### src/axi_pkg.sv
// AXI read channel types
package axi_pkg;

  // Field widths
  localparam int ID_W    = 4;
  localparam int ADDR_W  = 32;
  localparam int DATA_W  = 128;
  localparam int LEN_W   = 8;
  localparam int SIZE_W  = 3;
  localparam int BURST_W = 2;
  localparam int RESP_W  = 2;

  // Packet widths on the link
  localparam int AR_PKT_W = ADDR_W + BURST_W + LEN_W + SIZE_W + ID_W;
  localparam int R_PKT_W  = DATA_W + RESP_W + 1 + ID_W;

  typedef logic [ID_W-1:0]    axi_id_t;
  typedef logic [ADDR_W-1:0]  axi_addr_t;
  typedef logic [DATA_W-1:0]  axi_data_t;
  typedef logic [LEN_W-1:0]   axi_len_t;
  typedef logic [SIZE_W-1:0]  axi_size_t;
  typedef logic [BURST_W-1:0] axi_burst_t;
  typedef logic [RESP_W-1:0]  axi_resp_t;

  // {addr, burst, len, size, id}
  typedef logic [AR_PKT_W-1:0] ar_pkt_t;

  // {data, resp, last, id}
  typedef logic [R_PKT_W-1:0] r_pkt_t;

endpackage

### src/ll_pkg.sv
// Logic link constants
package ll_pkg;

  // One PHY lane
  localparam int PHY_W = 80;

  // Transmit lane bit positions
  localparam int TX_PUSH_BIT = 0;
  localparam int TX_PKT_LSB  = 1;
  localparam int TX_CRED_BIT = 50;

  // Receive word positions, rx_phy1 sits above rx_phy0
  localparam int RX_PUSH_BIT = 0;
  localparam int RX_PKT_LSB  = 1;
  localparam int RX_CRED_BIT = 136;

  localparam int CRED_W = 8;

  // Receive buffer entries
  localparam int RX_DEPTH = 128;

  // Cycles both directions must stay online
  localparam int LINK_UP_DELAY = 16;
  localparam int LINK_CNT_W    = $clog2(LINK_UP_DELAY + 1);

  typedef logic [PHY_W-1:0]      phy_word_t;
  typedef logic [CRED_W-1:0]     credit_t;
  typedef logic [LINK_CNT_W-1:0] link_cnt_t;

endpackage

### src/ll_phy_packer.sv
// PHY lane packing
module ll_phy_packer (
  input  logic              clk_wr,
  input  logic              rst,

  // Transmit fields
  input  logic              ar_push,
  input  axi_pkg::ar_pkt_t  ar_pkt,
  input  logic              r_credit,
  output ll_pkg::phy_word_t tx_phy0,

  // Receive fields
  input  ll_pkg::phy_word_t rx_phy0,
  input  ll_pkg::phy_word_t rx_phy1,
  output logic              r_push,
  output axi_pkg::r_pkt_t   r_pkt,
  output logic              ar_credit
);

  ll_pkg::phy_word_t          tx_next;
  logic [2*ll_pkg::PHY_W-1:0] rx_word;

  //////////////////////////////
  // Transmit lane

  always_comb begin
    tx_next = '0;
    tx_next[ll_pkg::TX_PUSH_BIT] = ar_push;
    // Packet bits only carry data with a push
    if (ar_push) begin
      tx_next[ll_pkg::TX_PKT_LSB +: axi_pkg::AR_PKT_W] = ar_pkt;
    end
    tx_next[ll_pkg::TX_CRED_BIT] = r_credit;
  end

  always_ff @(posedge clk_wr) begin
    if (rst) begin
      tx_phy0 <= '0;
    end else begin
      tx_phy0 <= tx_next;
    end
  end

  //////////////////////////////
  // Receive lanes

  assign rx_word   = {rx_phy1, rx_phy0};
  assign r_push    = rx_word[ll_pkg::RX_PUSH_BIT];
  assign r_pkt     = rx_word[ll_pkg::RX_PKT_LSB +: axi_pkg::R_PKT_W];
  assign ar_credit = rx_word[ll_pkg::RX_CRED_BIT];

endmodule

### config.mk
export PLATFORM = sky130hd
export DESIGN_NAME = ll_phy_packer
export DESIGN_NICKNAME = d
export VERILOG_FILES = /design/src/axi_pkg.sv /design/src/ll_pkg.sv /design/src/ll_phy_packer.sv
export SDC_FILE = /design/constraint.sdc
export NUM_CORES = 1
export LEC_CHECK = 0
export ABC_CLOCK_PERIOD_IN_PS = 800
export BUFFER_PORTS_ARGS = -buffer_cell sky130_fd_sc_hd__buf_4
export CORE_AREA = 3 3 166 168
export CTS_CLUSTER_DIAMETER = 120
export DETAILED_ROUTE_END_ITERATION = 10
export DIE_AREA = 0 0 169 171
export GPL_ROUTABILITY_DRIVEN = 0
export GPL_TIMING_DRIVEN = 0
export PLACE_DENSITY_LB_ADDON = 0.2
export REMOVE_ABC_BUFFERS = 1
export SLEW_MARGIN = 5
export SYNTH_ARGS = -nofsm -noshare
export SYNTH_HDL_FRONTEND = slang
export SYNTH_SLANG_ARGS = --single-unit
### constraint.sdc
create_clock -name clk_wr -period 0.8 [get_ports clk_wr]
set_clock_uncertainty 0.15 [all_clocks]
set_input_delay 0.04 -clock clk_wr [delete_from_list [all_inputs] [get_ports clk_wr]]
set_output_delay 0.04 -clock clk_wr [all_outputs]
set_load 0.03 [all_outputs]
== Yosys cells after proc, flatten, opt, wreduce, memory -nomap -nowiden ==
Index checks and enable logic that the tools add are counted.

* Logic and storage cells: 5
* Output and inout port bits: 217
* Register bits: 80
* Input port bits: 213

* Bitwise gates (word level): 1
* Reductions and logical operators: 1

{| class="wikitable"
|+ Operators by type and width
! kind !! number
|-
| OR reduction 2 bit || 1
|-
| inverter 1 bit || 1
|}

== Depth between registers and ports, before layout ==
* Depth in word-level cells: 2
* Mapped depth: 2
* Mapped depth without buffers: 1

== Worst setup path after synthesis ==
No wires, ideal clock.

* Kind: reg-to-output
* Start point: register tx_phy0[0]
* End point: output tx_phy0[0]
* Required time: 610 ps
* Arrival time: 459 ps
* Path slack: 151 ps
* Path buffers: 0
* Stages on the path, launching flop included: 1
* Cells stage by stage: dfxtp_1

{| class="wikitable"
|+ RTL lines
! item !! RTL line !! text
|-
| start, declared || ll_phy_packer.sv:10 || <nowiki>output ll_pkg::phy_word_t tx_phy0,</nowiki>
|-
| start signal, assigned || ll_phy_packer.sv:40 || <nowiki>tx_phy0 <= tx_next;</nowiki>
|}

No word-level cell between the ends.

== Worst setup path after layout ==
* Start point: input rx_phy0[64]
* End point: output r_pkt[63]

{| class="wikitable"
|+ RTL lines
! item !! RTL line !! text
|-
| start, declared || ll_phy_packer.sv:13 || <nowiki>input ll_pkg::phy_word_t rx_phy0,</nowiki>
|-
| end, declared || ll_phy_packer.sv:16 || <nowiki>output axi_pkg::r_pkt_t r_pkt,</nowiki>
|}

No word-level cell between the ends.

==> summary.txt <==
Top reg by flops - tx_phy0
Max-Cap Viols - 0
outcome - finished with violations
Final Max Tran Viols - 0
CTS Buf Count - 5
worst-path cell chain - dlygate4sd3_1
Num Clock Sinks - 51
initial core utilization - 0.106
clock slew at reported path FFs - 70 ps
WHS - -166 ps
Die X - 169 µm
Hold Crit Class - in2reg
Vias/cell - 3.04
Worst path slowest cell - dlygate4sd3_1
fmax - 0.984 GHz
crit path from - rx_phy0[64]
Yosys top cell area share - 0.451
final worst slack - -216 ps
drt first pass iters - 4
Primary FF master, synth - dfxtp_1
Top Family by Delay on Critical Path - buffers and inverters
die area - 28900 µm²
Post-Layout Cell Count - 601
WL final - 31600 µm
PortBufs - 103
root buffer cell - clkbuf_16
first-pass GRT wire length - 35800 µm
Multi-input gate area - 551 µm²
Vias - 1828
Cells after Synth - 279
number of enable flip-flop cells after synthesis - 0
Final Core Density - 0.133
Final #Nets - 477
maximum VDD drop - 771 µV
GRT Total Usage - 0.211
WHS Path Cells - 2
CTS tree - built
CTS Buffer Depth - 2
DRC Markers - 0
Final ANT Viol Nets - 0
DP Wirelength - 28800 µm
largest registers - tx_phy0 (51)
Synth-to-Final Area Change - 25.1%
core area - 26100 µm²
Synth area leader - buf_4
Hold Path End - tx_phy0[24]
number of setup buffers added after CTS - 0
antenna violations before repair - 2
power per cell area - 1880 nW/µm²
register area share after synthesis - 0.370
CP max FO - 1
Worst-Margin Slew - 521 ps
Worst setup EP type - output pin
cell area after synthesis - 2760 µm²
Synth area leaders - buf_4 (45%), dfxtp_1 (37%), and3b_1 (16%)
post-synthesis register bit count - 51
DP Worst Slack - -239 ps
Post-Syn Area per Cell - 9.90 µm²
layout cells sized above 1 - 0.610
count leader, synth - buf_4
placed insts - 569
CP startpoint kind - primary input
Hold Fails Final Rpt - 165
failing checks - negative hold slack, negative setup slack
vias in the first global route - 1821
hold_sp - ar_pkt[23]
Synth cell types - 6
Buf/Inv on CP - 1
WP data arrival - 830 ps
commonest cells in the netlist - buf_4 (166), dfxtp_1 (51), and3b_1 (49), buf_2 (10), nor2b_1 (2)
row count - 59
max incr delay on CP - 780 ps
largest net degree at the start of global routing - 52
Overflow after GRT - 0
final worst-path cycle share - 1.27
DRT iter0 DRCs - 65
worst path required time - 610 ps
Async SR Flop Fraction - 0
wire per inst - 52.6 µm
Period minus WS final - 1020 ps
max FFs per register - 51
H-tree depth - 2
boundary pin count - 430
fillers - 2959
die height - 171 µm
Synth Warn # - 0
RSZ-0062 raised after global routing - yes
CP Class - in2out
final setup vio count - 66
FF/Latch Area - 1080 µm²
Slew headroom - 0.652
Leak - 1.69 nW
## cell families after synthesis
logic type             after synthesis  share of synthesized area
buffers and inverters              176                      0.469
DFF                                 51                      0.370
and+or+nand+nor                     51                      0.160
other                                1                    0.00136
## worst max-delay path by stage
stage	end	slack [ps]	depth (start not counted)
2_1_floorplan	tx_phy0[0]	150	0
3_3_place_gp	tx_phy0[14]	-210	2
3_5_place_dp	tx_phy0[28]	-240	2
4_1_cts	tx_phy0[25]	-180	1
5_1_grt	r_pkt[95]	-210	1
6_report	r_pkt[63]	-220	1
## final cells by class
| type | instances | share of cell area |
|---|---|---|
| Timing Repair Buffer | 126 | 0.357 |
| Clock inverter | 2 | 0.0109 |
| Multi-Input combinational cell | 80 | 0.159 |
| Sequential cell | 51 | 0.314 |
| Clock buffer | 5 | 0.0362 |
| Antenna cell | 2 | 0.00145 |
| Tap cell | 335 | 0.121 |
## stage by stage
step / setup TNS [ps] / power, mW / area [µm²] / hold WS [ps]
2_1_floorplan: 0 / 3.20 / 1570 / -70.0
3_3_place_gp: -8910 / 3.71 / 2760 / -69.8
3_5_place_dp: -9850 / 3.71 / 2760 / -69.8
4_1_cts: -9680 / 6.55 / 3320 / -177
5_1_grt: -11260 / 6.83 / 3460 / -174
6_report: -9590 / 6.51 / 3460 / -166
## metal layers
metal	GRT usage	up-vias	wire length, µm
met2	0.314	407	13300
li1	-	656	-
met5	0.0518	-	197
met1	0.105	740	5920
met4	0.0205	6	150
met3	0.399	19	12100
## power by group
| group | leakage, nW | internal [mW] | switching (mW) |
|---|---|---|---|
| combinational | 1.18 | 0.514 | 0.747 |
| clock | 0.0759 | 1.46 | 1.07 |
| sequential | 0.439 | 2.66 | 0.0531 |
## timing repair
action / in CTS / in global routing
endpoints found under the hold margin: 187 / 179
resized for setup: 102 / 13
hold buffers: 14 / 14
setup endpoints to repair: 51 / 64
## cell usage in the layout, fill, tap and decap left out
cell type / netlist / routed
diode_2: 0 / 2
nor2b_1: 2 / 2
bufinv_16: 0 / 1
and3b_1: 49 / 49
dlymetal6s4s_1: 0 / 8
buf_4: 166 / 52
clkinvlp_4: 0 / 1
dlygate4sd3_1: 0 / 15
buf_6: 0 / 46
clkbuf_16: 0 / 5
buf_8: 0 / 5
dfxtp_2: 0 / 51
conb_1: 1 / 29
No activity file was read; power rests on OpenSTA's default activity.
