[src/ll_pkg.sv]
// Logic link constants
package ll_pkg;

  // One PHY lane
  localparam int PHY_W = 80;

  // Transmit lane bit positions
  localparam int TX_PUSH_BIT = 0;
  localparam int TX_PKT_LSB  = 1;
  localparam int TX_CRED_BIT = 50;

  // Receive word positions, rx_phy1 sits above rx_phy0
  localparam int RX_PUSH_BIT = 0;
  localparam int RX_PKT_LSB  = 1;
  localparam int RX_CRED_BIT = 136;

  localparam int CRED_W = 8;

  // Receive buffer entries
  localparam int RX_DEPTH = 128;

  // Cycles both directions must stay online
  localparam int LINK_UP_DELAY = 16;
  localparam int LINK_CNT_W    = $clog2(LINK_UP_DELAY + 1);

  typedef logic [PHY_W-1:0]      phy_word_t;
  typedef logic [CRED_W-1:0]     credit_t;
  typedef logic [LINK_CNT_W-1:0] link_cnt_t;

endpackage

[src/ll_online_sync.sv]
// Link up qualifier
module ll_online_sync (
  input  logic clk_wr,
  input  logic rst,
  input  logic tx_online,
  input  logic rx_online,
  output logic link_up
);

  logic              both_online;
  ll_pkg::link_cnt_t online_cnt;

  assign both_online = tx_online & rx_online;

  // Saturating count of cycles with both sides online
  always_ff @(posedge clk_wr) begin
    if (rst || !both_online) begin
      online_cnt <= '0;
    end else if (online_cnt != ll_pkg::link_cnt_t'(ll_pkg::LINK_UP_DELAY)) begin
      online_cnt <= online_cnt + 1'b1;
    end
  end

  // Drops one cycle after either side goes offline
  assign link_up = (online_cnt == ll_pkg::link_cnt_t'(ll_pkg::LINK_UP_DELAY));

endmodule

[config.mk]
export PLATFORM = sky130hd
export DESIGN_NAME = ll_online_sync
export DESIGN_NICKNAME = d
export VERILOG_FILES = /design/src/ll_pkg.sv /design/src/ll_online_sync.sv
export SDC_FILE = /design/constraint.sdc
export NUM_CORES = 1
export LEC_CHECK = 0
export BUFFER_PORTS_ARGS = -buffer_cell sky130_fd_sc_hd__buf_2
export CAP_MARGIN = 5
export CORE_AREA = 3 3 40 42
export CTS_CLUSTER_DIAMETER = 100
export DETAILED_ROUTE_END_ITERATION = 8
export DIE_AREA = 0 0 43 45
export PLACE_DENSITY_LB_ADDON = 0.05
export SKIP_CTS_REPAIR_TIMING = 1
export SYNTH_ARGS = -nofsm -noshare
export SYNTH_HDL_FRONTEND = slang
export SYNTH_SLANG_ARGS = --single-unit
[constraint.sdc]
create_clock -name clk_wr -period 2.5 [get_ports clk_wr]
set_clock_uncertainty 0.1 [all_clocks]
set_input_delay 0.25 -clock clk_wr [delete_from_list [all_inputs] [get_ports clk_wr]]
set_output_delay 0.25 -clock clk_wr [all_outputs]
set_load 0.005 [all_outputs]
# After elaboration in Yosys (flattened, before gate mapping)
# Index checks and enable logic that the tools add are counted.
[totals] n_memories=0 output_inout_bits=1 wordCells=7 latchBits=0 regBits=5 in_bits=4 romBits=0 ramBits=0
[classes] eq_ne=2 div_mod_pow=0 shifts=0 n_reduce_logical=2 addsub=1 multipliers=0 order_cmp=0 bitwise_logic=1 muxes=0
[ops] op="5-bit by 1-bit adder with 5-bit output, second input constant" n=1
[ops] op="5-bit equality test, second input constant" n=1
[ops] op="5-bit inequality test, second input constant" n=1
[ops] op="1-bit AND" n=1
[ops] op="1-bit zero test" n=1
[ops] op="1-bit logical OR" n=1

# Longest topological paths before layout
# Gate-level depths: netlist of the first run.
[depth] ltp_word=3 mapped_depth=5

# Worst setup path before layout of the first run
# Ideal clock, no wire load.
[synth_timing] kind="register to register" start="register online_cnt[0]" end="register online_cnt[2]" path_stages_with_launch=6 path_slack_ns=1.239 t_arrival_ns=1.097 t_required_ns=2.336 synth_period_minus_slack_ns=1.261 cell_sequence="dfxtp_1 > inv_1 > ha_1 > and4bb_4 > or2_1 > nor2_1"
[synth_via] elab_chain_cells=1 word_cells_on_any_way=2 cone_classes="add/sub (1); eq/ne (1)"
[synth_lines] item="start: declaration" line="ll_online_sync.sv:11" text="ll_pkg::link_cnt_t online_cnt;"
[synth_lines] item="start signal: assignment" line="ll_online_sync.sv:20" text="online_cnt <= online_cnt + 1'b1;"
[synth_lines] item="5-bit by 1-bit adder with 5-bit output or 5-bit inequality test (tied branches)" line="ll_online_sync.sv:20, ll_online_sync.sv:19"
# Several ways; a longest one is shown, not always the timed one.
# A chain may end at the register's enable or synchronous reset.

# Worst setup path after layout of the first run
[layout_timing] start="register online_cnt[0]" end="output port link_up"
[layout_via] elab_chain_cells=1
[layout_lines] item="5-bit equality test" line="ll_online_sync.sv:25" text="assign link_up = (online_cnt == ll_pkg::link_cnt_t'(ll_pkg::LINK_UP_DELAY));"
[layout_lines] item="end: declaration" line="ll_online_sync.sv:7" text="output logic link_up"
# No other way between the ends.

==> metrics.csv, run 1 <==
metric,value,unit
drive_gt1_frac,0.2500,
ff2ff_setup_slack,1.18,ns
routed-via-count,184,
fin_worst_hold_slack,0.2457,ns
synth_cell_types,11,
cts.root.buffer_cell,sky130_fd_sc_hd__clkbuf_4,
power.leakage,0.1151,nW
highest_ir_drop_seen_on_vdd,199.0,uV
report.final.slew_viol_count,0,
hold-path-endpoint,online_cnt[0],
fin_nets,39,
synthesis.area,236.5,um2
areaGrowthSynthToFinish,27.51,%
synth.top_cell.area_share,0.4233,
finalHoldViolations,0,
final_period_minus_worst_setup_slack,1.535,ns
layout_common_cells,"sky130_fd_sc_hd__nor2_1, sky130_fd_sc_hd__dfxtp_1, sky130_fd_sc_hd__buf_2, sky130_fd_sc_hd__clkbuf_4",
power.density,592.7,mW/mm2
routed_antenna_nets,0,
fp.dieH,45,um
cts_buffers,3,
critical_path_arrival,1.19,ns
synth.area.top_cells,"sky130_fd_sc_hd__dfxtp_1, sky130_fd_sc_hd__ha_1, sky130_fd_sc_hd__nor2_1, sky130_fd_sc_hd__xnor2_1, sky130_fd_sc_hd__xor2_1",
status,finished clean,
biggest_registers_after_layout,online_cnt (5),
worstMarginPinSlew,0.1576,ns
clock_tree.htree_level_count,1,
clock_transition_time_at_the_flip_flop_clock_pins_of_the_worst_setup_and_hold_paths,0.04,ns
post-dp-hpwl,310.8,um
multi_input_combinational_cell_area,128.9,um2
synth.net_count,30,
count_of_input_and_output_buffers,4,
detailed_place.area,275.3,um2
num_io_pins,5,
final-seq-area,100.1,um2
drt_wl_total,379,um
path_max_fanout,4,
hold_path_startpoint,rst,
floorplan.die_area,0.001935,mm2
critPathCaptureType,primary output,
synthesis.area_per_instance,9.853,um2
grt_max_degree,5,
slew-limit-headroom,0.8946,
first_global_vias,177,
firstDrtPassIters,4,
r2r-start,online_cnt[0],
util_after_layout,0.2347,
final_area,301.5,um2
class_of_the_most_critical_setup_path,reg -> out,
highest_layer,met4,
gr-total-overflow,0,
worstSetupStartpointType,flip-flop,
r2r-end,online_cnt[2],
antennaDiodeCount,0,
grt_setup_unrepaired,false,
layout.filler_cells,140,
timing.reg2reg.worst_path_depth,5,
highest_attainable_clock_frequency,651.4,MHz
post-route-period-util,0.6141,
viasPerCell,3.915,
wl_met3,27,um
finalSetupViolCount,0,
detail_route.drc_violations,0,
design_power_total,0.1787,mW
detail_route.wirelength.met1,162,um
chipWidth,43,um
postSynthRegisterBits,5,
routed_wire_length_per_instance,8.064,um
finalWeightedCongestion,0.7056,
detailedRoute.firstIterationViolations,3,
holdPathStages,3,
worstPathRequired,2.15,ns
floorplan.initialDensity,0.1840,
registers.top_by_ff_count,online_cnt,
worst_skew_pair.late_latency,0.24,ns
yosys_warnings,0,
grt_pass1_wl,717,um
cap_viol_max_count,0,
min_path_type,in -> reg,
gr-usage-all-layers,0.05671,
synth_cells,24,
cts.sinks,5,
placement_rows,13,
cts_tree,built,
clock_tree.buffer_depth,2,
ys_seq_area_frac,0.4233,
final.setup.tns,0,ns
largest_register_ffs,5,
met2RoutedLength,181,um
yosysTopAreaCell,sky130_fd_sc_hd__dfxtp_1,
core_area,0.001285,mm2
grt_antenna_before_repair,0,
## per-layer routing
metal,vias up,GRT usage
met4,0,0.07229
met2,5,0.06886
met1,85,0.05811
met3,2,0.03586
met5,-,0
li1,92,-
## critical path, stage by stage, from the launching register on
cell	delay [ns]
sky130_fd_sc_hd__dfxtp_1	0.34
sky130_fd_sc_hd__inv_1	0.07
sky130_fd_sc_hd__ha_1	0.19
sky130_fd_sc_hd__and4bb_4	0.21
sky130_fd_sc_hd__buf_2	0.12
## synthesized netlist by cell type
| master | n |
|---|---|
| sky130_fd_sc_hd__dfxtp_1 | 5 |
| sky130_fd_sc_hd__nor2_1 | 5 |
| sky130_fd_sc_hd__ha_1 | 2 |
| sky130_fd_sc_hd__inv_1 | 2 |
| sky130_fd_sc_hd__nand3_1 | 2 |
| sky130_fd_sc_hd__xnor2_1 | 2 |
| sky130_fd_sc_hd__xor2_1 | 2 |
| sky130_fd_sc_hd__and4bb_4 | 1 |
| sky130_fd_sc_hd__mux2i_1 | 1 |
| sky130_fd_sc_hd__nand3b_1 | 1 |
| sky130_fd_sc_hd__or2_1 | 1 |
## where the power goes
part	switching (mW)	internal (mW)
combinational	0.00282	0.00372
clock	0.0304	0.0602
sequential	0.000669	0.0810
## metrics by stage
| step | worst slack [ns] | cells |
|---|---|---|
| floorplan | 1.239 | 24 |
| global placement | 1.163 | 43 |
| detailed placement | 1.175 | 43 |
| CTS | 0.9457 | 47 |
| global route | 0.8880 | 47 |
| finish | 0.9647 | 47 |
## final cells by class
cell class / count / share of cell area
multi-input combinational: 17 / 0.4274
sequential: 5 / 0.3320
clock buffer: 4 / 0.08714
timing repair buffer: 4 / 0.06639
tap: 15 / 0.06224
inverter: 2 / 0.02490
## cell families after synthesis
kind of cell	count (synthesis)	synth area share
buffers and inverters	2	0.03176
adders and majority gates	2	0.1058
DFF	5	0.4233
xor gates and xnor gates	4	0.1482
and+or+nand+nor	10	0.2487
muxes	1	0.04233
## how the worst max path moves through the flow
stage / end / startpoint / cells after the start
2_1_floorplan: online_cnt[2] / online_cnt[0] / 5
3_3_place_gp: online_cnt[2] / online_cnt[0] / 5
3_5_place_dp: online_cnt[2] / online_cnt[0] / 5
4_1_cts: link_up / online_cnt[0] / 4
5_1_grt: link_up / online_cnt[0] / 4
6_report: link_up / online_cnt[0] / 4
No activity file was read; power rests on OpenSTA's default activity.
==> run 2: changes to the inputs <==
==> constraint.sdc (replaced) <==
create_clock -name clk_wr -period 1.3 [get_ports clk_wr]
set_clock_uncertainty 0.1 [all_clocks]
set_input_delay 0.13 -clock clk_wr [delete_from_list [all_inputs] [get_ports clk_wr]]
set_output_delay 0.13 -clock clk_wr [all_outputs]
set_load 0.005 [all_outputs]
==> metrics.csv, run 2 (same netlist as run 1, synthesis figures left out) <==
metric,value,unit,change
status,"complete, but fails checks",,was finished clean
failed_checks,negative setup slack,,
hold-path-endpoint,online_cnt[0],,unchanged
routed_wire_length_per_instance,8.885,um,was 8.064 um
clock_transition_time_at_the_flip_flop_clock_pins_of_the_worst_setup_and_hold_paths,0.04,ns,about the same
detail_route.wirelength.met1,210,um,was 162 um
worstSetupStartpointType,flip-flop,,unchanged
design_power_total,0.3560,mW,was 0.1787 mW
final_area,360.3,um2,was 301.5 um2
gr-usage-all-layers,0.05079,,was 0.05671
detail_route.drc_violations,0,,unchanged
final-seq-area,102.6,um2,was 100.1 um2
cap_viol_max_count,0,,unchanged
firstDrtPassIters,1,,was 4
critPathCaptureType,primary output,,unchanged
hold_path_startpoint,rst,,unchanged
antennaDiodeCount,0,,unchanged
instances_no_fill,52,,was 47
r2r-end,online_cnt[1],,was online_cnt[2]
finalSetupViolCount,2,,was 0
fin_nets,44,,was 39
clock_tree.htree_level_count,1,,unchanged
highest_ir_drop_seen_on_vdd,588.8,uV,was 199.0 uV
final_period_minus_worst_setup_slack,1.324,ns,
finalWeightedCongestion,0.6537,,was 0.7056
count_of_input_and_output_buffers,4,,unchanged
layout_common_cells,"sky130_fd_sc_hd__nor2_1, sky130_fd_sc_hd__buf_4, sky130_fd_sc_hd__clkbuf_4, sky130_fd_sc_hd__buf_2, sky130_fd_sc_hd__dfxtp_1",,"was sky130_fd_sc_hd__nor2_1, sky130_fd_sc_hd__dfxtp_1, sky130_fd_sc_hd__buf_2, sky130_fd_sc_hd__clkbuf_4"
util_after_layout,0.2804,,was 0.2347
path_max_fanout,4,,unchanged
largest_register_ffs,5,,unchanged
grt_pass1_wl,627,um,was 717 um
chipWidth,43,um,unchanged
r2r-start,online_cnt[0],,unchanged
placement_rows,13,,unchanged
worst_skew_pair.late_latency,0.24,ns,about the same
cts.sinks,5,,unchanged
cts_tree,built,,unchanged
timing.reg2reg.worst_path_depth,6,,was 5
floorplan.die_area,0.001935,mm2,unchanged
power.density,987.9,mW/mm2,was 592.7 mW/mm2
worstMarginPinSlew,0.1622,ns,was 0.1576 ns
class_of_the_most_critical_setup_path,reg -> out,,unchanged
met2RoutedLength,232,um,was 181 um
first_global_vias,150,,was 177
holdPathStages,3,,unchanged
gr-total-overflow,0,,unchanged
grt_setup_unrepaired,true,,was false
finalHoldViolations,0,,unchanged
highest_attainable_clock_frequency,755.4,MHz,
floorplan.initialDensity,0.1840,,unchanged
final.setup.tns,-0.03071,ns,was 0 ns
clock_tree.buffer_depth,2,,unchanged
layout.filler_cells,143,,was 140
post-dp-hpwl,335.9,um,was 310.8 um
grt_max_degree,5,,unchanged
routed-via-count,191,,was 184
drt_wl_total,462,um,was 379 um
critical_path_arrival,1.09,ns,was 1.19 ns
post-route-period-util,1.018,,
power.leakage,0.1441,nW,was 0.1151 nW
multi_input_combinational_cell_area,141.4,um2,was 128.9 um2
biggest_registers_after_layout,online_cnt (5),,unchanged
ff2ff_setup_slack,-0.01,ns,was 1.18 ns
core_area,0.001285,mm2,unchanged
fp.dieH,45,um,unchanged
report.final.slew_viol_count,0,,unchanged
slew-limit-headroom,0.8915,,was 0.8946
drive_gt1_frac,0.4865,,was 0.2500
worstPathRequired,1.07,ns,was 2.15 ns
dp_cells,46,,was 43
grt_antenna_before_repair,0,,unchanged
wl_met3,19,um,was 27 um
cts.root.buffer_cell,sky130_fd_sc_hd__clkbuf_4,,unchanged
cts_buffers,3,,unchanged
routed_antenna_nets,0,,unchanged
areaGrowthSynthToFinish,52.38,%,was 27.51%
viasPerCell,3.673,,was 3.915
registers.top_by_ff_count,online_cnt,,unchanged
highest_layer,met3,,was met4
setup_slack,-0.02379,ns,was 0.9647 ns
num_io_pins,5,,unchanged
min_path_type,in -> reg,,unchanged
detailed_place.area,297.8,um2,was 275.3 um2
detailedRoute.firstIterationViolations,0,,was 3
-- run 2: cell types whose count changed in the layout (fill, tap and decap cells not counted), sizes merged --
cell,previous run,this run
buf,4,9
-- run 2: cell type report --
cell class | instances | share of cell area
tap | 15 | 0.05208
timing repair buffer | 9 | 0.1771
inverter | 2 | 0.02083
clock buffer | 4 | 0.07292
sequential | 5 | 0.2847
multi-input combinational | 17 | 0.3924
-- run 2: critical path, cell delays in order, from the launching register on --
cell	delay, ns
sky130_fd_sc_hd__dfxtp_2	0.32
sky130_fd_sc_hd__inv_2	0.07
sky130_fd_sc_hd__ha_4	0.11
sky130_fd_sc_hd__and4bb_4	0.26
sky130_fd_sc_hd__buf_6	0.10
-- run 2: through the flow --
step | setup slack (ns) | hold WS (ns)
floorplan | 0.03915 | 0.2344
global placement | 0.01560 | 0.3785
detailed placement | 0.008073 | 0.3848
CTS | -0.09731 | 0.1321
global route | -0.07445 | 0.1262
finish | -0.02379 | 0.1227
-- run 2: worst max-delay path by stage --
stage / start / cells past startpoint / end
2_1_floorplan: online_cnt[0] / 5 / online_cnt[2]
3_3_place_gp: online_cnt[0] / 5 / online_cnt[3]
3_5_place_dp: online_cnt[0] / 5 / online_cnt[3]
4_1_cts: online_cnt[0] / 4 / link_up
5_1_grt: online_cnt[1] / 4 / link_up
6_report: online_cnt[0] / 4 / link_up
-- run 2: report_power, final --
part | internal (mW) | total [mW] | switching, mW | leakage [nW]
sequential | 0.156 | 0.157 | 0.00106 | 0.0413
combinational | 0.0113 | 0.0190 | 0.00765 | 0.0878
clock | 0.116 | 0.180 | 0.0641 | 0.0150
-- run 2: per-layer routing --
layer	up-vias	GRT usage
li1	103	-
met1	85	0.05542
met2	3	0.05988
met3	0	0.03586
met4	0	0.05422
met5	-	0
