===== src/axi_pkg.sv =====
// AXI read channel types
package axi_pkg;

  // Field widths
  localparam int ID_W    = 4;
  localparam int ADDR_W  = 32;
  localparam int DATA_W  = 128;
  localparam int LEN_W   = 8;
  localparam int SIZE_W  = 3;
  localparam int BURST_W = 2;
  localparam int RESP_W  = 2;

  // Packet widths on the link
  localparam int AR_PKT_W = ADDR_W + BURST_W + LEN_W + SIZE_W + ID_W;
  localparam int R_PKT_W  = DATA_W + RESP_W + 1 + ID_W;

  typedef logic [ID_W-1:0]    axi_id_t;
  typedef logic [ADDR_W-1:0]  axi_addr_t;
  typedef logic [DATA_W-1:0]  axi_data_t;
  typedef logic [LEN_W-1:0]   axi_len_t;
  typedef logic [SIZE_W-1:0]  axi_size_t;
  typedef logic [BURST_W-1:0] axi_burst_t;
  typedef logic [RESP_W-1:0]  axi_resp_t;

  // {addr, burst, len, size, id}
  typedef logic [AR_PKT_W-1:0] ar_pkt_t;

  // {data, resp, last, id}
  typedef logic [R_PKT_W-1:0] r_pkt_t;

endpackage


===== src/ll_pkg.sv =====
// Logic link constants
package ll_pkg;

  // One PHY lane
  localparam int PHY_W = 80;

  // Transmit lane bit positions
  localparam int TX_PUSH_BIT = 0;
  localparam int TX_PKT_LSB  = 1;
  localparam int TX_CRED_BIT = 50;

  // Receive word positions, rx_phy1 sits above rx_phy0
  localparam int RX_PUSH_BIT = 0;
  localparam int RX_PKT_LSB  = 1;
  localparam int RX_CRED_BIT = 136;

  localparam int CRED_W = 8;

  // Receive buffer entries
  localparam int RX_DEPTH = 128;

  // Cycles both directions must stay online
  localparam int LINK_UP_DELAY = 16;
  localparam int LINK_CNT_W    = $clog2(LINK_UP_DELAY + 1);

  typedef logic [PHY_W-1:0]      phy_word_t;
  typedef logic [CRED_W-1:0]     credit_t;
  typedef logic [LINK_CNT_W-1:0] link_cnt_t;

endpackage


===== src/ll_transmit.sv =====
// Credit gated transmit channel
module ll_transmit (
  input  logic             clk_wr,
  input  logic             rst,
  input  logic             link_up,

  // User side
  input  logic             user_valid,
  input  axi_pkg::ar_pkt_t user_pkt,
  output logic             user_ready,

  // Link side
  input  logic             ar_credit,
  input  ll_pkg::credit_t  init_credit,
  output logic             ar_push,
  output axi_pkg::ar_pkt_t ar_pkt
);

  logic            take;
  logic            link_up_q;
  ll_pkg::credit_t credit_cnt;

  assign user_ready = link_up && (credit_cnt != '0);
  assign take       = user_valid && user_ready;

  //////////////////////////////
  // Credit counter

  always_ff @(posedge clk_wr) begin
    if (rst) begin
      link_up_q  <= 1'b0;
      credit_cnt <= '0;
    end else begin
      link_up_q <= link_up;
      if (!link_up) begin
        credit_cnt <= '0;
      end else if (!link_up_q) begin
        // Fresh link, start from the configured credit
        credit_cnt <= init_credit;
      end else begin
        case ({take, ar_credit})
          2'b10:   credit_cnt <= credit_cnt - 1'b1;
          2'b01:   credit_cnt <= credit_cnt + 1'b1;
          default: credit_cnt <= credit_cnt;
        endcase
      end
    end
  end

  //////////////////////////////
  // Output register

  always_ff @(posedge clk_wr) begin
    if (rst) begin
      ar_push <= 1'b0;
    end else begin
      ar_push <= take;
    end
  end

  always_ff @(posedge clk_wr) begin
    if (take) begin
      ar_pkt <= user_pkt;
    end
  end

endmodule


===== config.mk =====
export PLATFORM = sky130hd
export DESIGN_NAME = ll_transmit
export DESIGN_NICKNAME = d
export VERILOG_FILES = /design/src/axi_pkg.sv /design/src/ll_pkg.sv /design/src/ll_transmit.sv
export SDC_FILE = /design/constraint.sdc
export NUM_CORES = 1
export LEC_CHECK = 0
export ABC_AREA = 1
export BUFFER_PORTS_ARGS = -buffer_cell sky130_fd_sc_hd__buf_2
export CORE_ASPECT_RATIO = 1.2
export CORE_MARGIN = 1
export CORE_UTILIZATION = 41
export DETAILED_ROUTE_END_ITERATION = 10
export HOLD_SLACK_MARGIN = 0.12
export PLACE_DENSITY_LB_ADDON = 0.3
export SLEW_MARGIN = 20
export SYNTH_ARGS = -nofsm -noshare
export SYNTH_HDL_FRONTEND = slang
export SYNTH_SLANG_ARGS = --single-unit
export TNS_END_PERCENT = 5

===== constraint.sdc =====
create_clock -name clk_wr -period 2.3 [get_ports clk_wr]
set_clock_uncertainty 0.15 [all_clocks]
set_input_delay 0.23 -clock clk_wr [delete_from_list [all_inputs] [get_ports clk_wr]]
set_output_delay 0.23 -clock clk_wr [all_outputs]
set_load 0.05 [all_outputs]

# Word level (Yosys, flattened, before mapping)
# Index checks and enable logic that the tools add are counted.
[totals]
output_inout_bits = 51
input_bits = 62
wordCells = 16
regBits = 59
[classes]
mux = 2
bitwise = 1
reduce_logical = 4
eq_ne = 3
n_addsub = 2
[op_table]
columns = ["op", "count"]
rows = [
  ["$pmux 8 s2", 1],
  ["$add 8x1->8 const B", 1],
  ["$mux 8", 1],
  ["$reduce_bool 8->1", 1],
  ["$sub 8x1->8 const B", 1],
  ["$ne 3x1->1 const B", 1],
  ["$eq 2x1->1 const B", 1],
  ["$eq 2x2->1 const B", 1],
  ["$logic_and 1x1->1", 2],
  ["$reduce_or 2->1", 1],
  ["$not 1->1", 1],
]

# Logic depth before layout (Yosys ltp)
# Gate-level depths: netlist of run 1.
[logic_depth]
ltp_word = 6
mapped_depth = 15
depth_no_buf = 15

# Least setup slack after synthesis of run 1
# OpenSTA, ideal clock, no wires.
[synth_path]
kind = "register -> register"
startpoint = "register credit_cnt[0]"
endpoint = "register ar_pkt[0] (enable)"
setup_slack_ns = 0.055
stages_incl_launch_ff = 7
n_path_buf = 0
arrival_time_ns = 1.691
cell_sequence = "dfxtp_1 inv_1 nand2_2 nor2_4 nand2_2 nand3_4 inv_1"
[synth_via]
elab_chain_len = 3
[synth_rtl]
columns = ["element", "line", "rtl"]
rows = [
  ["start, declared", "ll_transmit.sv:21", "ll_pkg::credit_t credit_cnt;"],
  ["start signal, assigned", "ll_transmit.sv:39", "credit_cnt <= init_credit;"],
  ["start signal, assigned", "ll_transmit.sv:42", "2'b10: credit_cnt <= credit_cnt - 1'b1;"],
  ["start signal, assigned", "ll_transmit.sv:43", "2'b01: credit_cnt <= credit_cnt + 1'b1;"],
  ["$reduce_bool 8->1", "ll_transmit.sv:23", "assign user_ready = link_up && (credit_cnt != '0);"],
  ["$logic_and 1x1->1", "ll_transmit.sv:23", ""],
  ["$logic_and 1x1->1", "ll_transmit.sv:24", "assign take = user_valid && user_ready;"],
  ["net take", "ll_transmit.sv:19", "logic take;"],
  ["end signal, assigned", "ll_transmit.sv:63", "ar_pkt <= user_pkt;"],
  ["end, declared", "ll_transmit.sv:16", "output axi_pkg::ar_pkt_t ar_pkt"],
]
# The timed path passes the listed nets, and every way through them passes these cells.
# A chain may end at the register's enable or synchronous reset.

# Final worst setup path of run 1
[layout_path]
startpoint = "register credit_cnt[3]"
endpoint = "register credit_cnt[5]"
[layout_via]
elab_chain_len = 6
elab_cells_between_ends = 10
[layout_rtl]
columns = ["element"]
rows = [
  ["parallel branches: the longest is 6 deep, another holds $add 8x1->8"],
]
# Parallel ways; which one is timed is not known.

==> results.sh, run 1 <==
export IMPL_ys_top_cells_by_area="edfxtp_1 (64%), dfxtp_1 (8.7%), nand2_1 (4.1%), ha_1 (3.8%), inv_1 (3.3%)"
export IMPL_reg2reg_to="credit_cnt[5]"
export IMPL_grt_start_max_net_pins=50
export IMPL_numPortBuffers=112
export IMPL_antenna_found_initial=0
export IMPL_rows=29
export IMPL_drv_cap=0
export IMPL_swShare_pct=28.8
export IMPL_ys_warn_count=0
export IMPL_clk_insertion_delay_late_ps=330
export IMPL_final_antenna_net_count=0
export IMPL_whs_ps=142
export IMPL_ir_worst_vdd_mv=0.321
export IMPL_ys_seq_elements=59
export IMPL_core_area_mm2=0.00533
export IMPL_syn_area_mm2=0.00229
export IMPL_num_nets_final=430
export IMPL_cts_buffers=9
export IMPL_syn_inst=168
export IMPL_arrival_ps=2350
export IMPL_synthDistinctLibCells=25
export IMPL_cts_root_buf="clkbuf_8"
export IMPL_num_vias=2057
export IMPL_placedCellCount=342
export IMPL_setup_worst_path_start_class="register"
export IMPL_rsz0062_at_grt="true"
export IMPL_instances_no_fill=427
export IMPL_ys_seq_area_share_pct=72.9
export IMPL_whs_path_depth=5
export IMPL_drcViolationCount=0
export IMPL_p_int_mw=1.96
export IMPL_finalMaxSlewViolations=0
export IMPL_io_pins=113
export IMPL_clk_pin_slew_ps=60
export IMPL_min_to="credit_cnt[7]"
export IMPL_final_hold_violation_count=0
export IMPL_vias_per_cell=4.82
export IMPL_synth_nets=238
export IMPL_die_w_um=70.3
export IMPL_drtIter0Drc=161
export IMPL_grt_pass1_wl_mm=10.1
export IMPL_avgRoutedWirePerCell_um=15.7
export IMPL_cts_tree="built"
export IMPL_cp_end_kind="register"
export IMPL_design_area_mm2=0.00397
export IMPL_place_area_mm2=0.00294
export IMPL_timing_final_crit_share_pct=98.1
export IMPL_start_util_pct=43.0
export IMPL_setup_violations=0
export IMPL_area_growth_syn_to_layout_pct=73.2
export IMPL_reg2reg_depth=14
export IMPL_htree_levels=3
export IMPL_synth_avg_cell_area_um2=13.6
export IMPL_power_density_mw_per_mm2=693
export IMPL_clk_path_buf_depth=2
export IMPL_finalPower_mw=2.75
export IMPL_hp_class="input port to register"
export IMPL_status="complete, no violations"
export IMPL_grt_overflow_total=0
export IMPL_pwr_share_seq_pct=45.5
export IMPL_path_class="register to register"
export IMPL_combPwrFrac_pct=22.2
export IMPL_ff2ff_setup_slack_ps=40
export IMPL_dieArea_mm2=0.00589
export IMPL_first_global_vias=2019
export IMPL_gp_congestion=0.852
export IMPL_cp_max_fo=5
export IMPL_cts_sinks=59
export IMPL_reg2reg_from="credit_cnt[3]"
export IMPL_die_h_um=83.9
export IMPL_dp_hpwl_mm=3.62
export IMPL_fillers=350
export IMPL_min_from="init_credit[7]"
export IMPL_synth_top_cell_by_area="edfxtp_1"
export IMPL_yosysTopAreaCellShare_pct=64.2
export IMPL_drive_gt1_share_pct=48.8
export IMPL_pwr_share_clk_pct=32.4
export IMPL_grt_usage_pct=22.8
export IMPL_crit_required_ps=2400
export IMPL_clock_fmax_mhz=443
export IMPL_power_leakage_nw=1.71
export IMPL_wirelength_mm=6.69
export IMPL_drtPass1Iterations=4
export IMPL_antenna_cells=0
export IMPL_tightest_slew_ps=506
export IMPL_finalCriticalPeriod_ps=2260
export IMPL_p_switching_uw=791
export IMPL_slew_headroom_pct=66.1
registers in the layout, indices dropped and copies added (netlist names):
register and cells:
ar_push 1, ar_pkt 49, link_up_q 1, credit_cnt 8
worst max-delay path: stages (launching register included):
cell     delay [ps]
dfxtp_2         340
inv_1            60
nand2_2          60
nor2_4          120
nand2_2          80
nand3_4         120
nand2_8         100
ha_4            300
nand2_1          70
nand3_2         130
inv_2            60
o21ai_2         140
xor2_1          190
nand2_1          70
a31oi_1         170
cell families (layout without fill, tap and decap cells):
| family | after synthesis | in the layout | share of synthesized area [%] |
|---|---|---|---|
| flip-flops | 59 | 59 | 72.9 |
| AND/OR/NAND/NOR | 47 | 48 | 10.6 |
| AO/OA/AOI/OAI | 29 | 29 | 6.71 |
| buffers and inverters | 23 | 219 | 4.26 |
| adder cells (fa/ha/maj) | 8 | 8 | 4.69 |
| XOR/XNOR | 2 | 2 | 0.764 |
through the flow:
stage / setup slack (ps) / TNS, ps / util, %
after floorplan: 55.2 / 0 / -
after CTS: 1.31 / 0 / 69.7
final: 43.5 / 0 / 74.4
after global routing: -108 / -143 / 74.4
after detailed placement: -9.29 / -9.29 / 55.1
after global placement: 108 / 0 / 55.1
final cells by class:
cell class	instances	area, um^2	share of cell area [%]
well taps	62	77.6	1.95
flip-flops and latches	59	1690	42.6
inverters	21	78.8	1.99
repair buffers	182	1260	31.6
clock inverters	6	56.3	1.42
multi-input cells	87	683	17.2
clock buffers	10	128	3.21
cells in the final DEF (no fill, tap or decap), types with 6 or more instances in the layout:
cell type,count
inv_2,6
edfxtp_1,49
o21ai_1,6
ha_4,7
nand2_1,22
inv_1,14
dlygate4sd3_1,58
a21oi_1,7
buf_2,112
clkbuf_8,9
buf_4,10
Yosys cell counts:
master and number:
a21oi_1 11, a31oi_1 5, buf_8 1, clkbuf_1 1, clkinv_1 1, dfxtp_1 10, edfxtp_1 49, fa_1 1
ha_1 7, inv_1 20, nand2_1 25, nand2_2 2, nand2_4 1, nand3_1 6, nand3_4 2, nand3b_1 1
nand4_1 2, nor2_1 5, nor2_2 1, nor2_4 1, nor3_1 1, o211ai_1 1, o21ai_0 5, o21ai_1 7
xor2_1 2
per-layer routing:
layer | vias up | share of wire [%] | track usage, %
met4 | 0 | 2.1 | 11.8
met5 | - | 0 | 0
met2 | 108 | 54 | 39.1
met3 | 13 | 6.7 | 6.88
li1 | 979 | - | -
met1 | 957 | 37 | 25.1
power groups by stage:
stage,combinational [mW],clock (mW),sequential (mW)
after floorplan,0.150,0,1.43
after global placement,0.433,0,1.27
after detailed placement,0.438,0,1.27
after CTS,0.519,0.910,1.25
after global routing,0.648,0.958,1.26
final,0.610,0.890,1.25
how the worst max path moves through the flow:
stage | slack [ps] | cells after the start | from | end
5_1_grt | -110 | 14 | credit_cnt[5] | credit_cnt[5]
3_5_place_dp | -9 | 14 | credit_cnt[0] | credit_cnt[5]
3_3_place_gp | 110 | 15 | credit_cnt[0] | credit_cnt[7]
2_1_floorplan | 60 | 6 | credit_cnt[0] | ar_pkt[0]
4_1_cts | 1 | 14 | credit_cnt[0] | credit_cnt[7]
6_report | 40 | 14 | credit_cnt[3] | credit_cnt[5]
repair_timing:
action                                 in CTS  in global routing
setup endpoints to repair                   1                  4
buffers inserted                            0                 10
resized for setup                           1                 38
hold buffers                               58                  0
endpoints found under the hold margin      58                  0
pin swaps                                   0                 15
cloned                                      0                  1
No activity file was read; power rests on OpenSTA's default activity.
==> run 2: changes to the inputs <==
--- a/config.mk
+++ b/config.mk
@@ -9,7 +9,7 @@
 export BUFFER_PORTS_ARGS = -buffer_cell sky130_fd_sc_hd__buf_2
 export CORE_ASPECT_RATIO = 1.2
 export CORE_MARGIN = 1
-export CORE_UTILIZATION = 41
+export CORE_UTILIZATION = 45
 export DETAILED_ROUTE_END_ITERATION = 10
 export HOLD_SLACK_MARGIN = 0.12
 export PLACE_DENSITY_LB_ADDON = 0.3
==> constraint.sdc (replaced) <==
create_clock -name clk_wr -period 2.25 [get_ports clk_wr]
set_clock_uncertainty 0.15 [all_clocks]
set_input_delay 0.225 -clock clk_wr [delete_from_list [all_inputs] [get_ports clk_wr]]
set_output_delay 0.225 -clock clk_wr [all_outputs]
set_load 0.05 [all_outputs]
==> run 2 against run 1 <==
  * The flow now finishes with violations (negative setup slack)
  * Sequential share of layout area is 0.052 points lower
  * Critical path type unchanged
  * Maximum frequency shrank 1.7%
  * Worst setup slack worse by 89 ps
  * Sequential cell count is the same
  * Critical path depth is the same
  * First-iteration DRC count is 3.1% lower
  * Hold slack improved by 5.8 ps
  * Global-route usage grew 2.7 points
  * Power is 2.5% higher
  * Die area down 8.7%
==> results.sh, run 2 (same netlist as run 1, synthesis figures left out) <==
export IMPL_die_h_um=80.2
export IMPL_p_int_mw=2.00
export IMPL_power_density_mw_per_mm2=715
export IMPL_clk_pin_slew_ps=70
export IMPL_area_growth_syn_to_layout_pct=72.0
export IMPL_swShare_pct=29.0
export IMPL_setup_worst_path_start_class="register"
export IMPL_crit_start="credit_cnt[3]"
export IMPL_arrival_ps=2400
export IMPL_tns_ps=-45.7
export IMPL_grt_start_max_net_pins=50
export IMPL_vias_per_cell=4.92
export IMPL_numPortBuffers=112
export IMPL_path_class="register to register"
export IMPL_rows=28
export IMPL_violations="negative setup slack"
export IMPL_cts_buffers=9
export IMPL_rsz0062_at_grt="true"
export IMPL_ff2ff_setup_slack_ps=-50
export IMPL_fillers=273
export IMPL_grt_usage_pct=25.5
export IMPL_clock_fmax_mhz=436
export IMPL_cts_tree="built"
export IMPL_design_area_mm2=0.00394
export IMPL_setup_violations=1
export IMPL_finalMaxSlewViolations=0
export IMPL_power_leakage_nw=1.72
export IMPL_pwr_share_seq_pct=45.3
export IMPL_antenna_cells=0
export IMPL_io_pins=113
export IMPL_grt_overflow_total=0
export IMPL_dieArea_mm2=0.00538
export IMPL_fin_util_pct=80.4
export IMPL_avgRoutedWirePerCell_um=16.6
export IMPL_slew_headroom_pct=61.5
export IMPL_final_hold_violation_count=0
export IMPL_gp_congestion=0.899
export IMPL_num_vias=2106
export IMPL_drtIter0Drc=156
export IMPL_hp_class="input port to register"
export IMPL_layout_area_seq_mm2=0.00168
export IMPL_finalPower_mw=2.82
export IMPL_cp_end_kind="register"
export IMPL_num_nets_final=433
export IMPL_status="finished, violations left"
export IMPL_layout_setup_ws_ps=-45.7
export IMPL_p_switching_uw=816
export IMPL_clk_path_buf_depth=2
export IMPL_final_antenna_net_count=0
export IMPL_dp_hpwl_mm=3.90
export IMPL_whs_path_depth=5
export IMPL_reg2reg_depth=14
export IMPL_final_cell_mix="buf_2 (112), dlygate4sd3_1 (58), edfxtp_1 (49), nand2_1 (23), inv_1 (15)"
export IMPL_place_area_mm2=0.00297
export IMPL_wirelength_mm=7.08
export IMPL_ir_worst_vdd_mv=0.567
export IMPL_drive_gt1_share_pct=46.7
export IMPL_htree_levels=3
export IMPL_die_w_um=67.2
export IMPL_multi_input_area_um2=662
export IMPL_core_area_mm2=0.00490
export IMPL_pwr_share_clk_pct=32.3
export IMPL_combPwrFrac_pct=22.4
export IMPL_timing_final_crit_share_pct=102
export IMPL_largest_reg_flops=49
export IMPL_cts_root_buf="clkbuf_8"
export IMPL_cts_sinks=59
export IMPL_reg_largest_list="ar_pkt x49, credit_cnt x8"
export IMPL_crit_required_ps=2350
export IMPL_start_util_pct=46.7
export IMPL_grt_pass1_wl_mm=9.74
export IMPL_drv_cap=0
export IMPL_min_from="init_credit[7]"
export IMPL_reg2reg_to="credit_cnt[5]"
export IMPL_min_to="credit_cnt[7]"
export IMPL_finalCriticalPeriod_ps=2300
export IMPL_antenna_found_initial=0
export IMPL_tightest_slew_ps=576
export IMPL_drtPass1Iterations=5
export IMPL_drcViolationCount=0
export IMPL_first_global_vias=2127
export IMPL_whs_ps=147
export IMPL_reg2reg_from="credit_cnt[3]"
export IMPL_mostFrequentLayoutCell="buf_2"
export IMPL_clk_insertion_delay_late_ps=330
export IMPL_top_register="ar_pkt"
export IMPL_cp_max_fo=5
-- run 2: changes by cell type in the layout (fill, tap and decap cells not counted), sizes merged --
cell / before / now
buf: 124 / 127
-- run 2: worst max-delay path: stages (launching register included) --
cell and delay (ps):
dfxtp_1 330, inv_1 70, nand2_2 50, nor2_2 150, nand2_2 100, nand3_4 130, nand2_8 100, ha_4 320
nand2_1 100, nand3_4 100, inv_2 50, o21ai_2 110, xor2_1 170, nand2_1 80, a31oi_1 180
-- run 2: worst max-delay path by stage --
stage                                to  slack (ps)
final                     credit_cnt[5]         -50
after global routing      credit_cnt[5]        -170
after CTS                 credit_cnt[5]         -20
after detailed placement  credit_cnt[5]          -4
after global placement    credit_cnt[7]          70
after floorplan               ar_pkt[0]           5
-- run 2: timing repair --
| action | in CTS | in global routing |
|---|---|---|
| hold buffers | 58 | 0 |
| cloned | 0 | 1 |
| endpoints found under the hold margin | 58 | 0 |
| gates resized for setup | 0 | 26 |
| setup buffers | 0 | 8 |
| endpoints found under the setup margin | 2 | 5 |
| pin swaps | 0 | 10 |
-- run 2: area by class of cell --
cell class | instances | area share (%)
clock buffers | 10 | 3.24
clock inverters | 6 | 1.43
inverters | 21 | 2.00
multi-input cells | 87 | 16.8
flip-flops and latches | 59 | 42.5
well taps | 60 | 1.90
repair buffers | 185 | 32.1
-- run 2: power by group through the flow --
stage | Sequential (mW) | Clock (mW) | Combinational (mW)
after floorplan | 1.46 | 0 | 0.153
after global placement | 1.29 | 0 | 0.452
after detailed placement | 1.30 | 0 | 0.461
after CTS | 1.27 | 0.909 | 0.541
after global routing | 1.28 | 0.975 | 0.668
final | 1.28 | 0.912 | 0.630
-- run 2: layer usage --
metal | routed length (um) | up-vias | GRT usage [%]
met1 | 2530 | 994 | 27.2
met2 | 3900 | 109 | 46.4
met4 | 185 | 0 | 10.4
li1 | - | 987 | -
met5 | 0 | - | 0
met3 | 469 | 16 | 6.53
-- run 2: stage by stage --
step           setup slack [ps]  instances
6_report                  -45.7        428
5_1_grt                    -175        428
4_1_cts                   -18.7        419
3_5_place_dp              -3.50        345
3_3_place_gp               71.5        345
2_1_floorplan              5.23        168
==> run 3: changes to the inputs <==
--- a/config.mk
+++ b/config.mk
@@ -13,6 +13,7 @@
 export DETAILED_ROUTE_END_ITERATION = 10
 export HOLD_SLACK_MARGIN = 0.12
 export PLACE_DENSITY_LB_ADDON = 0.3
+export SKIP_CTS_REPAIR_TIMING = 1
 export SLEW_MARGIN = 20
 export SYNTH_ARGS = -nofsm -noshare
 export SYNTH_HDL_FRONTEND = slang
==> run 3 against run 2 <==
  * The run still ends with negative setup slack left
  * Critical path depth did not move
  * Combinational power fell by 1%
  * Clock power increased by 0.4%
  * Final cell count shrank 0.70%
  * Largest power group unchanged
  * Highest routed layer unchanged
==> results.sh, run 3 (same netlist as run 1, synthesis figures left out) <==
export IMPL_first_global_vias=1702
export IMPL_cp_end_kind="register"
export IMPL_cts_tree="built"
export IMPL_dp_hpwl_mm=3.90
export IMPL_pwr_share_clk_pct=32.5
export IMPL_final_antenna_net_count=0
export IMPL_die_w_um=67.2
export IMPL_fin_util_pct=79.8
export IMPL_clk_path_buf_depth=2
export IMPL_multi_input_area_um2=662
export IMPL_die_h_um=80.2
export IMPL_violations="negative setup slack"
export IMPL_num_nets_final=430
export IMPL_whs_ps=119
export IMPL_finalPower_mw=2.82
export IMPL_grt_pass1_wl_mm=7.76
export IMPL_wirelength_mm=7.06
export IMPL_combPwrFrac_pct=22.1
export IMPL_antenna_cells=0
export IMPL_crit_start="credit_cnt[3]"
export IMPL_largest_reg_flops=49
export IMPL_p_switching_uw=818
export IMPL_grt_start_max_net_pins=50
export IMPL_drv_cap=0
export IMPL_pwr_share_seq_pct=45.4
export IMPL_wl_met2_mm=3.77
export IMPL_hp_class="input port to register"
export IMPL_p_int_mw=2.00
export IMPL_clk_pin_slew_ps=70
export IMPL_htree_levels=3
export IMPL_ff2ff_setup_slack_ps=-50
export IMPL_grt_overflow_total=0
export IMPL_antenna_found_initial=0
export IMPL_reg2reg_from="credit_cnt[3]"
export IMPL_top_layer="met4"
export IMPL_route_met3_wl_um=428
export IMPL_reg_largest_list="ar_pkt x49, credit_cnt x8"
export IMPL_rows=28
export IMPL_power_leakage_nw=1.70
export IMPL_final_hold_violation_count=0
export IMPL_drtPass1Iterations=4
export IMPL_setup_worst_path_start_class="register"
export IMPL_slew_headroom_pct=63.1
export IMPL_drive_gt1_share_pct=46.3
export IMPL_num_vias=2088
export IMPL_avgRoutedWirePerCell_um=16.6
export IMPL_vias_per_cell=4.91
export IMPL_cp_max_fo=5
export IMPL_path_class="register to register"
export IMPL_cts_sinks=59
export IMPL_layout_setup_ws_ps=-46.2
export IMPL_cts_root_buf="clkbuf_8"
export IMPL_setup_violations=1
export IMPL_crit_required_ps=2350
export IMPL_rsz0062_at_grt="true"
export IMPL_cts_buffers=9
export IMPL_min_from="init_credit[6]"
export IMPL_tightest_slew_ps=551
export IMPL_finalMaxSlewViolations=0
export IMPL_clock_fmax_mhz=435
export IMPL_status="finished, violations left"
export IMPL_numPortBuffers=112
export IMPL_io_pins=113
export IMPL_core_area_mm2=0.00490
export IMPL_clk_insertion_delay_late_ps=320
export IMPL_wl_met1_mm=2.70
export IMPL_area_growth_syn_to_layout_pct=70.7
export IMPL_drtIter0Drc=134
export IMPL_power_density_mw_per_mm2=719
export IMPL_final_cell_mix="buf_2 (112), dlygate4sd3_1 (56), edfxtp_1 (49), nand2_1 (23), inv_1 (16)"
export IMPL_grt_usage_pct=20.1
export IMPL_swShare_pct=29.0
export IMPL_gp_congestion=0.899
export IMPL_arrival_ps=2390
export IMPL_mostFrequentLayoutCell="buf_2"
export IMPL_ir_worst_vdd_mv=0.376
export IMPL_fillers=292
export IMPL_top_register="ar_pkt"
export IMPL_timing_final_crit_share_pct=102
export IMPL_layout_area_seq_mm2=0.00168
export IMPL_finalCriticalPeriod_ps=2300
export IMPL_drcViolationCount=0
export IMPL_dieArea_mm2=0.00538
export IMPL_start_util_pct=46.7
==> run 3: cell count changes in the layout (fill, tap and decap cells not counted) <==
cell / previous run / this run
dlygate4sd3_1: 58 / 56
buf_4: 14 / 13
dfxtp_1: 6 / 7
dfxtp_2: 4 / 3
inv_1: 15 / 16
inv_2: 5 / 4
==> run 3: path summary, 6_finish.rpt <==
path | endpoint | depth (start not counted)
setup / recovery | credit_cnt[5] | 14
hold / removal | credit_cnt[6] | 5
setup reg to reg | credit_cnt[5] | 14
hold reg to reg | credit_cnt[0] | 3
==> run 3: area by class of cell <==
type | instances | area share [%]
well taps | 60 | 1.92
clock buffers | 10 | 3.26
inverters | 21 | 2.01
flip-flops and latches | 59 | 42.8
multi-input cells | 87 | 16.9
clock inverters | 6 | 1.44
repair buffers | 182 | 31.6
==> run 3: stage by stage <==
stage	TNS, ps	instance area, um^2	setup slack [ps]	std cells
floorplan	0	2290	5.23	168
global placement	0	2970	71.5	345
detailed placement	-3.50	2970	-3.50	345
CTS	-20.7	3160	-18.7	361
global route	-464	3910	-204	425
finish	-46.2	3910	-46.2	425
==> run 3: critical path: stages (launching register included) <==
cell and delay (ps):
dfxtp_1 330, inv_1 70, nand2_2 50, nor2_2 150, nand2_2 100, nand3_4 130, nand2_8 100, ha_4 310
nand2_1 100, nand3_4 100, inv_2 50, o21ai_2 120, xor2_1 180, nand2_1 80, a31oi_1 180
==> run 3: power groups by stage <==
stage | Sequential, mW | Combinational, mW | Clock [mW]
finish | 1.28 | 0.622 | 0.916
detailed placement | 1.30 | 0.461 | 0
CTS | 1.27 | 0.462 | 0.909
global placement | 1.29 | 0.452 | 0
floorplan | 1.46 | 0.153 | 0
global route | 1.28 | 0.661 | 0.975
==> run 3: per-layer routing <==
layer  GRT usage, %  up-vias
met1           23.0      995
met3           6.53       17
li1               -      977
met2           34.0       99
met5              0        -
met4           8.30        0
